**src/include/mem_unit_cfg.svh**
```systemverilog
`ifndef MEM_UNIT_CFG_SVH
`define MEM_UNIT_CFG_SVH

// Region sizes in 32-bit words.
`define MEM_SIZE    256
`define SHMEM_SIZE  256

// Threads per warp.
`define LANES       8

// Direct-mapped tag store geometry.
`define LINE_WORDS  8
`define CACHE_LINES 4

// Width of one latency table entry.
`define LAT_W       5

`endif

```
**src/design/mem_unit_pkg.sv**
```systemverilog
`include "mem_unit_cfg.svh"

package mem_unit_pkg;

	localparam int WORD_W     = 32;
	localparam int MEM_AW     = $clog2(`MEM_SIZE);
	localparam int DBG_AW     = $clog2(`MEM_SIZE + `SHMEM_SIZE);
	localparam int LINE_SHIFT = $clog2(`LINE_WORDS);
	localparam int LINE_AW    = MEM_AW - LINE_SHIFT;
	localparam int IDX_W      = $clog2(`CACHE_LINES);

	typedef logic [WORD_W-1:0]            word_t;
	typedef logic [`LANES*WORD_W-1:0]     warp_data_t;
	typedef logic [`LANES-1:0]            lane_mask_t;
	typedef logic [2:0]                   warp_id_t;
	typedef logic [1:0]                   scb_id_t;
	typedef logic [4:0]                   reg_addr_t;
	typedef logic [31:0]                  instr_t;
	typedef logic [15:0]                  offset_t;
	typedef logic [MEM_AW-1:0]            mem_addr_t;

	// Global words sit below MEM_SIZE, shared words above.
	typedef logic [DBG_AW-1:0]            dbg_addr_t;
	typedef logic [LINE_AW-1:0]           line_addr_t;
	typedef logic [`LAT_W-1:0]            latency_t;
	typedef logic [`LANES*MEM_AW-1:0]     warp_addr_t;

endpackage

```
**src/design/mem_addr_gen.sv**
```systemverilog
`timescale 1ns/1ns
`include "mem_unit_cfg.svh"

module mem_addr_gen import mem_unit_pkg::*;
(
	input  warp_data_t rs_data_i,
	input  offset_t    offset_i,
	input  lane_mask_t pam_i,
	input  logic       mem_read_i,
	input  logic       mem_write_i,
	output warp_addr_t lane_addr_o,
	output warp_addr_t line_hit_addr_o,
	output lane_mask_t act_mask_o
);

	localparam int OFF_W = $bits(offset_t);

	word_t offset_ext;

	assign offset_ext = {{(WORD_W-OFF_W){offset_i[OFF_W-1]}}, offset_i};

	// Lanes are idle unless an access is actually issued.
	assign act_mask_o = (mem_read_i || mem_write_i) ? pam_i : '0;

	genvar l;
	generate
		for (l = 0; l < `LANES; l++)
		begin : g_lane
			word_t     eff;
			mem_addr_t wrapped;

			assign eff     = rs_data_i[l*WORD_W +: WORD_W] + offset_ext;

			// Both regions are a power of two in size, so the wrap is a plain truncation.
			assign wrapped = eff[MEM_AW-1:0];

			assign lane_addr_o[l*MEM_AW +: MEM_AW] = wrapped;

			// Word-in-line bits cleared for the tag lookup.
			assign line_hit_addr_o[l*MEM_AW +: MEM_AW] =
				{wrapped[MEM_AW-1:LINE_SHIFT], {LINE_SHIFT{1'b0}}};
		end
	endgenerate

endmodule

```
**config.mk**
```make
export PLATFORM = sky130hd
export DESIGN_NAME = mem_addr_gen
export DESIGN_NICKNAME = d
export VERILOG_FILES = /design/src/design/mem_unit_pkg.sv /design/src/design/mem_addr_gen.sv
export VERILOG_INCLUDE_DIRS = /design/src /design/src/include
export SDC_FILE = /design/constraint.sdc
export NUM_CORES = 1
export LEC_CHECK = 0
export BUFFER_PORTS_ARGS = -buffer_cell sky130_fd_sc_hd__buf_2
export CAP_MARGIN = 30
export CORE_AREA = 2 2 162 164
export DETAILED_ROUTE_END_ITERATION = 7
export DIE_AREA = 0 0 164 166
export GPL_ROUTABILITY_DRIVEN = 1
export GPL_TIMING_DRIVEN = 0
export REMOVE_ABC_BUFFERS = 1
export SLEW_MARGIN = 40
export SYNTH_ARGS = -nofsm -noshare
export SYNTH_HDL_FRONTEND = slang
export SYNTH_SLANG_ARGS = --single-unit
export TNS_END_PERCENT = 10
```
**constraint.sdc**
```tcl
create_clock -name vclk -period 3.2
set_input_delay 0.64 -clock vclk [all_inputs]
set_output_delay 0.64 -clock vclk [all_outputs]
set_load 0.02 [all_outputs]
```
* After elaboration in Yosys (flattened, before gate mapping)
Cells that the tools add are included.
** Word-level totals
- Register bits after elaboration :: 0
- Bits in latches :: 0
- Bits in writable memories :: 0
- Memory bits (read-only) :: 0
- Bits of input ports :: 282
- Output and inout port bits :: 136
- Word-level logic and storage cells :: 10
- Memories kept :: 0
** Cells by class
- Add/sub/neg operators :: 8
- $mul :: 0
- Div/mod/pow operators :: 0
- $lt $le $gt $ge :: 0
- Equality and inequality tests :: 0
- Shift-type cells :: 0
- Mux-type cells :: 1
- Bitwise operators :: 0
- Reductions and logical operators :: 1
** Operators with widths (number)
- 8-bit adder :: 8
- 8-bit two-way mux :: 1
- 1-bit logical OR :: 1

* Depth between registers and ports, before layout
Gate-level depths: netlist of the first run.
- Depth after elaboration :: 2
- Mapped depth :: 8
- Gate-level depth less buffers :: 7

* Least setup slack after synthesis of the first run
OpenSTA, ideal clock, no wires.
- Path type :: input -> output
- Start :: input offset_i[1]
- End :: output line_hit_addr_o[54]
- Data arrival time :: 2.388 ns
- Data required time :: 2.560 ns
- Path slack :: 0.172 ns
- Cell stages on the path :: 7
- Path buffers :: 1
- Cells stage by stage :: inv_1 > fa_1 > nor2b_4 > o31a_1 > or4b_1 > nand3_1 > buf_4
** Between the ends
- Longest elaborated chain between the ends :: 1
** RTL lines
- start, declared :: RTL line mem_addr_gen.sv:7 : input offset_t offset_i,
- 8-bit adder :: RTL line mem_addr_gen.sv:32 : assign eff = rs_data_i[l*WORD_W +: WORD_W] + offset_ext;
- end, declared :: RTL line mem_addr_gen.sv:12 : output warp_addr_t line_hit_addr_o,
Every way passes these cells.

* Final worst setup path of the first run
- Start :: input offset_i[0]
- End :: output line_hit_addr_o[54]
The elaborated chain is that of the path after synthesis.

==> impl_metrics.prom, run 1 <==
# TYPE chip_impl_metric gauge
chip_impl_metric{name="floorplan.core_area",unit="mm^2"} 0.02562
chip_impl_info{name="synth.top_cells.by_area",value="sky130_fd_sc_hd__ha_1 24%, sky130_fd_sc_hd__buf_4 17%, sky130_fd_sc_hd__xnor2_1 7.9%, sky130_fd_sc_hd__a21oi_1 6.7%, sky130_fd_sc_hd__fa_1 5.5%"} 1
chip_impl_metric{name="drt_pre_antenna_iters",unit=""} 4
chip_impl_metric{name="switchingPower",unit="uW"} 759.0
chip_impl_info{name="timing.critical_path.mode_cell",value="sky130_fd_sc_hd__buf_4"} 1
chip_impl_metric{name="drive_above_1_share",unit="%"} 37.66
chip_impl_metric{name="p_per_area",unit="mW/mm^2"} 297.4
chip_impl_info{name="critical_path.cell_chain",value="buf_4, ha_2, inv_1, fa_2, nor2b_4, o31a_1, or4b_4, nand3_2, buf_4"} 1
chip_impl_metric{name="via_count_of_the_routed_design",unit=""} 3159
chip_impl_metric{name="max_cap_violations",unit=""} 0
chip_impl_info{name="synth_top_cell_by_area",value="sky130_fd_sc_hd__ha_1"} 1
chip_impl_metric{name="dieWidth",unit="um"} 164
chip_impl_metric{name="share_clk_of_total_power",unit="%"} 0
chip_impl_metric{name="routed_wl",unit="um"} 12280
chip_impl_metric{name="drc",unit=""} 0
chip_impl_metric{name="grt_start_max_net_pins",unit=""} 11
chip_impl_metric{name="critical_path_required",unit="ps"} 2560
chip_impl_metric{name="comb_power_share",unit="%"} 100.0
chip_impl_metric{name="worst-path-max-fanout",unit=""} 8
chip_impl_metric{name="floorplan.die_area",unit="mm^2"} 0.02722
chip_impl_metric{name="synth.top_cell.area_share",unit="%"} 24.17
chip_impl_metric{name="io-pin-count",unit=""} 418
chip_impl_metric{name="ys.warnings.count",unit=""} 0
chip_impl_info{name="crit_slowest_cell",value="sky130_fd_sc_hd__or4b_4"} 1
chip_impl_metric{name="slew_headroom",unit="%"} 66.74
chip_impl_info{name="status",value="complete, no violations"} 1
chip_impl_metric{name="fmax",unit="GHz"} 0.3259
chip_impl_metric{name="worst_slew_pin_slew",unit="ps"} 497.1
chip_impl_metric{name="antenna_found_initial",unit=""} 4
chip_impl_metric{name="clock_buffers",unit=""} 0
chip_impl_info{name="setup_repair_after_global_routing_missed_its_margin",value="false"} 1
chip_impl_metric{name="post-route-util",unit="%"} 15.42
chip_impl_metric{name="post_layout_nets",unit=""} 887
chip_impl_metric{name="syn_inst",unit=""} 385
chip_impl_metric{name="floorplan.die.height",unit="um"} 166
chip_impl_metric{name="global_route_wire_length_before_repair",unit="um"} 17260
chip_impl_metric{name="synth_sequential_area_ratio",unit="%"} 0
chip_impl_metric{name="postRouteAntennaNets",unit=""} 0
chip_impl_metric{name="detailed_place_hpwl",unit="um"} 10370
chip_impl_metric{name="dpl.cell_count",unit=""} 872
chip_impl_metric{name="flow.area_growth_from_synthesis",unit="%"} 36.25
chip_impl_info{name="crit_path_start_kind",value="primary input"} 1
chip_impl_metric{name="worst_hold_path.num_cells",unit=""} 3
chip_impl_metric{name="synthesis.area",unit="mm^2"} 0.002899
chip_impl_metric{name="seq_cells",unit=""} 0
chip_impl_metric{name="starting_density_of_the_core",unit="%"} 11.32
chip_impl_metric{name="fin_crit_sh",unit="%"} 95.89
chip_impl_info{name="hold_path_class",value="in -> out"} 1
chip_impl_metric{name="routed_via_density",unit=""} 3.606
chip_impl_metric{name="max_stage_delay",unit="ps"} 490
chip_impl_metric{name="p_int",unit="uW"} 415.8
chip_impl_metric{name="yosys.cell_types.count",unit=""} 30
chip_impl_metric{name="last_weighted_congestion_value_of_the_routability_driven_placer",unit=""} 0.7675
chip_impl_metric{name="routed_wire_per_std_cell",unit="um"} 14.01
chip_impl_metric{name="worst_ep_arrival_time",unit="ps"} 2430
chip_impl_metric{name="timing.critical_path.buf_inv",unit=""} 3
chip_impl_metric{name="grt_overflow",unit=""} 0
chip_impl_metric{name="report.final.setup_viol",unit=""} 0
chip_impl_metric{name="worstSetupPathDepth",unit=""} 9
chip_impl_metric{name="cellLeakagePower",unit="uW"} 0.001954
chip_impl_info{name="post_synth_most_frequent_cells",value="64 x sky130_fd_sc_hd__buf_4, 56 x sky130_fd_sc_hd__ha_1, 39 x sky130_fd_sc_hd__a21oi_1"} 1
chip_impl_metric{name="grt.total_usage",unit="%"} 8.489
chip_impl_metric{name="period_needed",unit="ps"} 3068
chip_impl_metric{name="hold_viol",unit=""} 0
chip_impl_metric{name="stdcell_count",unit=""} 876
chip_impl_info{name="post-synth-top-count-cell",value="sky130_fd_sc_hd__buf_4"} 1
chip_impl_metric{name="sequential_cell_area",unit="um^2"} 0
chip_impl_info{name="setup.worst_path.end_class",value="primary output"} 1
chip_impl_metric{name="detailedRoute.firstIterationViolations",unit=""} 123
chip_impl_metric{name="sequential_share_of_power",unit="%"} 0
chip_impl_metric{name="syn-mean-instance-area",unit="um^2"} 7.530
chip_impl_info{name="criticalPathCategory",value="in -> out"} 1
chip_impl_metric{name="via_count_of_the_first_global_routing_pass",unit=""} 2930
chip_impl_metric{name="ir_drop",unit="uV"} 131.0
chip_impl_metric{name="timing.final.max_slew_violations",unit=""} 0
chip_impl_info{name="cpLargestDelayFamily",value="simple AND/OR/NAND/NOR gates"} 1
chip_impl_metric{name="io_buffer_count",unit=""} 194
chip_impl_metric{name="placementRows",unit=""} 59
chip_impl_metric{name="switching_share",unit="%"} 64.60
## path summary, 6_finish.rpt
check	startpoint	slack [ps]	to
max	offset_i[0]	130	line_hit_addr_o[54]
min	pam_i[7]	1610	act_mask_o[7]
## layout by cell type, fill, tap and decap left out, types with 8 or more instances in the layout
master,count
sky130_fd_sc_hd__nor2b_1,16
sky130_fd_sc_hd__xnor2_1,26
sky130_fd_sc_hd__o21a_1,8
sky130_fd_sc_hd__a211oi_1,12
sky130_fd_sc_hd__nand3_1,8
sky130_fd_sc_hd__nand2_1,10
sky130_fd_sc_hd__xor2_1,10
sky130_fd_sc_hd__inv_1,28
sky130_fd_sc_hd__o21ai_0,21
sky130_fd_sc_hd__ha_1,54
sky130_fd_sc_hd__a21o_1,8
sky130_fd_sc_hd__nor2_1,22
sky130_fd_sc_hd__a21oi_1,39
sky130_fd_sc_hd__conb_1,24
sky130_fd_sc_hd__buf_2,189
## repair_timing
item	4_1_cts	5_1_grt
hold buffers	0	0
gates resized for setup	6	7
setup endpoints to repair	36	6
buffers inserted	2	0
pin swaps	0	1
## stage by stage
step	hold WS (ps)	setup TNS [ps]	setup slack, ps	total power (uW)	cell area, um^2
4_1_cts	1613	0	16.89	1192	3924
6_report	1612	0	131.6	1175	3950
3_3_place_gp	1619	-10840	-635.7	1176	3890
5_1_grt	1635	0	6.912	1289	3945
3_5_place_dp	1613	-10440	-627.6	1181	3890
2_1_floorplan	1453	0	242.8	763.4	2500
## power by group through the flow
stage | clock (uW) | combinational (uW) | sequential, uW
final | 0.0000836 | 1170 | 0
after global routing | 0 | 1290 | 0
after CTS | 0 | 1190 | 0
after detailed placement | 0 | 1180 | 0
after global placement | 0 | 1180 | 0
after floorplan | 0 | 763 | 0
## cells by family after synthesis
kind of cell	share of synthesized area (%)
AND/OR/NAND/NOR	13.08
other	0.1294
multiplexers	0.3453
adder cells (fa/ha/maj)	29.69
buffers and inverters	20.50
AO/OA/AOI/OAI	25.38
XOR/XNOR	10.88
## layout make-up
| cell class | instances | area, um^2 |
|---|---|---|
| fill | 2926 | 21670 |
| multi-input combinational | 314 | 2407 |
| timing repair buffer | 196 | 1006 |
| tap | 335 | 419.2 |
| inverter | 29 | 112.6 |
| antenna | 2 | 5.005 |
## tightest hold or removal path: stages
cell and delay, ps:
sky130_fd_sc_hd__buf_2 70, sky130_fd_sc_hd__nor2b_1 100, sky130_fd_sc_hd__buf_2 160
## metal layers
metal  vias to the layer above  track usage, %  share of wire [%]
li1                       1614               -                  -
met1                      1413           10.83                 44
met2                       118           15.49                 49
met3                        10           1.149                5.4
met4                         4          0.9535                1.4
met5                         -               0               0.22
(Power assumes the default switching activity.)
==> run 2, diff against run 1 <==
Settings changed: CORE_AREA 2 2 162 164 to 2 2 164 166, DIE_AREA 0 0 164 166 to 0 0 166 168, TNS_END_PERCENT 10 to default.
Clock period 3.2 ns to 2.6 ns, I/O delays scaled along.
==> run 2 against run 1 <==
The run now ends with negative setup slack left; global-route usage decreased by 0.24 points; critical endpoint is now lane_addr_o[46]; via count increased by 3.3%; wire length increased by 3.7%; flip-flop and latch count unchanged; die area increased by 2.4%; combinational power increased by 39%; sequential share of layout area unchanged; critical path depth increased by 1; final cell count increased by 2.3%; setup slack got worse by 230 ps; worst hold slack got worse by 230 ps.
==> impl_metrics.prom, run 2 (same netlist as run 1, synthesis figures left out) <==
# TYPE chip_impl_metric gauge
chip_impl_metric{name="io_buffer_count",unit=""} 194
chip_impl_metric{name="routed_via_density",unit=""} 3.643
chip_impl_metric{name="grt_start_max_net_pins",unit=""} 9
chip_impl_metric{name="via_count_of_the_routed_design",unit=""} 3264
chip_impl_metric{name="stdcell_count",unit=""} 896
chip_impl_metric{name="drc",unit=""} 0
chip_impl_info{name="final_common_cell",value="sky130_fd_sc_hd__buf_2"} 1
chip_impl_metric{name="worst-path-max-fanout",unit=""} 7
chip_impl_info{name="final_cell_mix",value="162 x sky130_fd_sc_hd__buf_2, 45 x sky130_fd_sc_hd__ha_1, 34 x sky130_fd_sc_hd__a21oi_1, 34 x sky130_fd_sc_hd__buf_4, 26 x sky130_fd_sc_hd__inv_1"} 1
chip_impl_metric{name="floorplan.core_area",unit="mm^2"} 0.02635
chip_impl_metric{name="hold_viol",unit=""} 0
chip_impl_metric{name="dieWidth",unit="um"} 166
chip_impl_metric{name="grt_overflow",unit=""} 0
chip_impl_info{name="hold_path_class",value="in -> out"} 1
chip_impl_metric{name="routed_wire_per_std_cell",unit="um"} 14.21
chip_impl_metric{name="fin_crit_sh",unit="%"} 103.6
chip_impl_metric{name="fmax",unit="GHz"} 0.3711
chip_impl_metric{name="placementRows",unit=""} 60
chip_impl_metric{name="floorplan.die.height",unit="um"} 168
chip_impl_info{name="setup_repair_after_global_routing_missed_its_margin",value="true"} 1
chip_impl_metric{name="max_cap_violations",unit=""} 0
chip_impl_info{name="criticalPathCategory",value="in -> out"} 1
chip_impl_metric{name="ir_drop",unit="uV"} 147.6
chip_impl_metric{name="last_weighted_congestion_value_of_the_routability_driven_placer",unit=""} 0.7609
chip_impl_info{name="timing.critical_path.mode_cell",value="sky130_fd_sc_hd__buf_6"} 1
chip_impl_metric{name="sequential_cell_area",unit="um^2"} 0
chip_impl_metric{name="worst_hold_path.num_cells",unit=""} 3
chip_impl_metric{name="clock_buffers",unit=""} 0
chip_impl_metric{name="timing.final.max_slew_violations",unit=""} 0
chip_impl_metric{name="dpl.cell_count",unit=""} 878
chip_impl_metric{name="cts.hold.buffers_added",unit=""} 0
chip_impl_info{name="status",value="complete, but fails checks"} 1
chip_impl_info{name="crit_path_start_kind",value="primary input"} 1
chip_impl_metric{name="antenna_found_initial",unit=""} 6
chip_impl_info{name="failing_checks",value="negative setup slack"} 1
chip_impl_info{name="setup.worst_path.end_class",value="primary output"} 1
chip_impl_info{name="crit_slowest_cell",value="sky130_fd_sc_hd__or4_1"} 1
chip_impl_metric{name="max_stage_delay",unit="ps"} 430
chip_impl_metric{name="flow.area_growth_from_synthesis",unit="%"} 55.50
chip_impl_info{name="critical_path.cell_chain",value="buf_16, clkinvlp_4, buf_8, buf_6, fa_2, nor2b_2, o31a_1, or4_1, nand3_2, buf_6"} 1
chip_impl_metric{name="cellLeakagePower",unit="uW"} 0.002127
chip_impl_metric{name="post_layout_nets",unit=""} 901
chip_impl_metric{name="starting_density_of_the_core",unit="%"} 11.00
chip_impl_metric{name="final_critical_path_setup_slack",unit="ps"} -94.64
chip_impl_metric{name="pre_cts_slack",unit="ps"} -827.1
chip_impl_metric{name="detailedRoute.firstIterationViolations",unit=""} 76
chip_impl_metric{name="io-pin-count",unit=""} 418
chip_impl_metric{name="drt_pre_antenna_iters",unit=""} 4
chip_impl_metric{name="global_route_wire_length_before_repair",unit="um"} 17420
chip_impl_metric{name="finalHoldWorstSlack",unit="ps"} 1379
chip_impl_metric{name="fin_setup_tns",unit="ps"} -886.9
chip_impl_metric{name="detailed_place_hpwl",unit="um"} 10270
chip_impl_metric{name="via_count_of_the_first_global_routing_pass",unit=""} 2934
chip_impl_metric{name="worst_ep_arrival_time",unit="ps"} 2170
chip_impl_metric{name="floorplan.die_area",unit="mm^2"} 0.02789
chip_impl_metric{name="routed_wl",unit="um"} 12730
chip_impl_metric{name="report.final.setup_viol",unit=""} 16
chip_impl_metric{name="postRouteAntennaNets",unit=""} 0
chip_impl_metric{name="p_per_area",unit="mW/mm^2"} 360.6
chip_impl_metric{name="finalPower",unit="uW"} 1625
chip_impl_metric{name="seq_cells",unit=""} 0
chip_impl_metric{name="final.fill_count",unit=""} 2959
chip_impl_metric{name="period_needed",unit="ps"} 2695
chip_impl_metric{name="drive_above_1_share",unit="%"} 47.92
chip_impl_metric{name="grt.total_usage",unit="%"} 8.252
chip_impl_metric{name="critical_path_required",unit="ps"} 2080
[run 2: cell count changes in the layout (fill, tap and decap cells not counted), sizes merged]
cell,before,now
buf,196,210
[run 2: critical path: cells and delay by family]
kind	cells	cell delay, ps
and+or+nand+nor	3	610
adders and majority gates	1	210
buffers and inverters	5	570
AOI/OAI and AO/OA	1	270
[run 2: final timing paths]
check / to / startpoint
min: act_mask_o[2] / pam_i[2]
max: lane_addr_o[46] / offset_i[1]
[run 2: power breakdown]
part	switching [uW]	total (uW)	internal [uW]
combinational	985	1630	640
sequential	0	0	0
clock	0	0.000103	0.000103
total	985	1630	640
[run 2: cell type report]
cell class	count	area (um^2)	area share [%]
Antenna cell	2	5.005	0.1110
Inverter	29	112.6	2.498
Multi-Input combinational cell	314	2699	59.87
Tap cell	341	426.7	9.464
Timing Repair Buffer	210	1265	28.06
[run 2: stage by stage]
step           utilization (%)  area, um^2
6_report                 17.11        4508
5_1_grt                  17.10        4506
3_3_place_gp             14.79        3897
3_5_place_dp             14.79        3897
4_1_cts                  16.24        4280
2_1_floorplan                -        2500
[run 2: per-layer routing]
layer | global-route usage (%) | vias to the layer above | part of all wire [%]
li1 | - | 1641 | -
met1 | 10.85 | 1483 | 44
met2 | 14.63 | 118 | 49
met3 | 1.575 | 14 | 6.4
met4 | 0.5293 | 8 | 0.86
met5 | 0 | - | 0.41
[run 2: repair_timing]
item | 4_1_cts | 5_1_grt
resized for setup | 72 | 43
pin swaps | 10 | 14
endpoints found under the setup margin | 78 | 45
setup buffers | 11 | 5
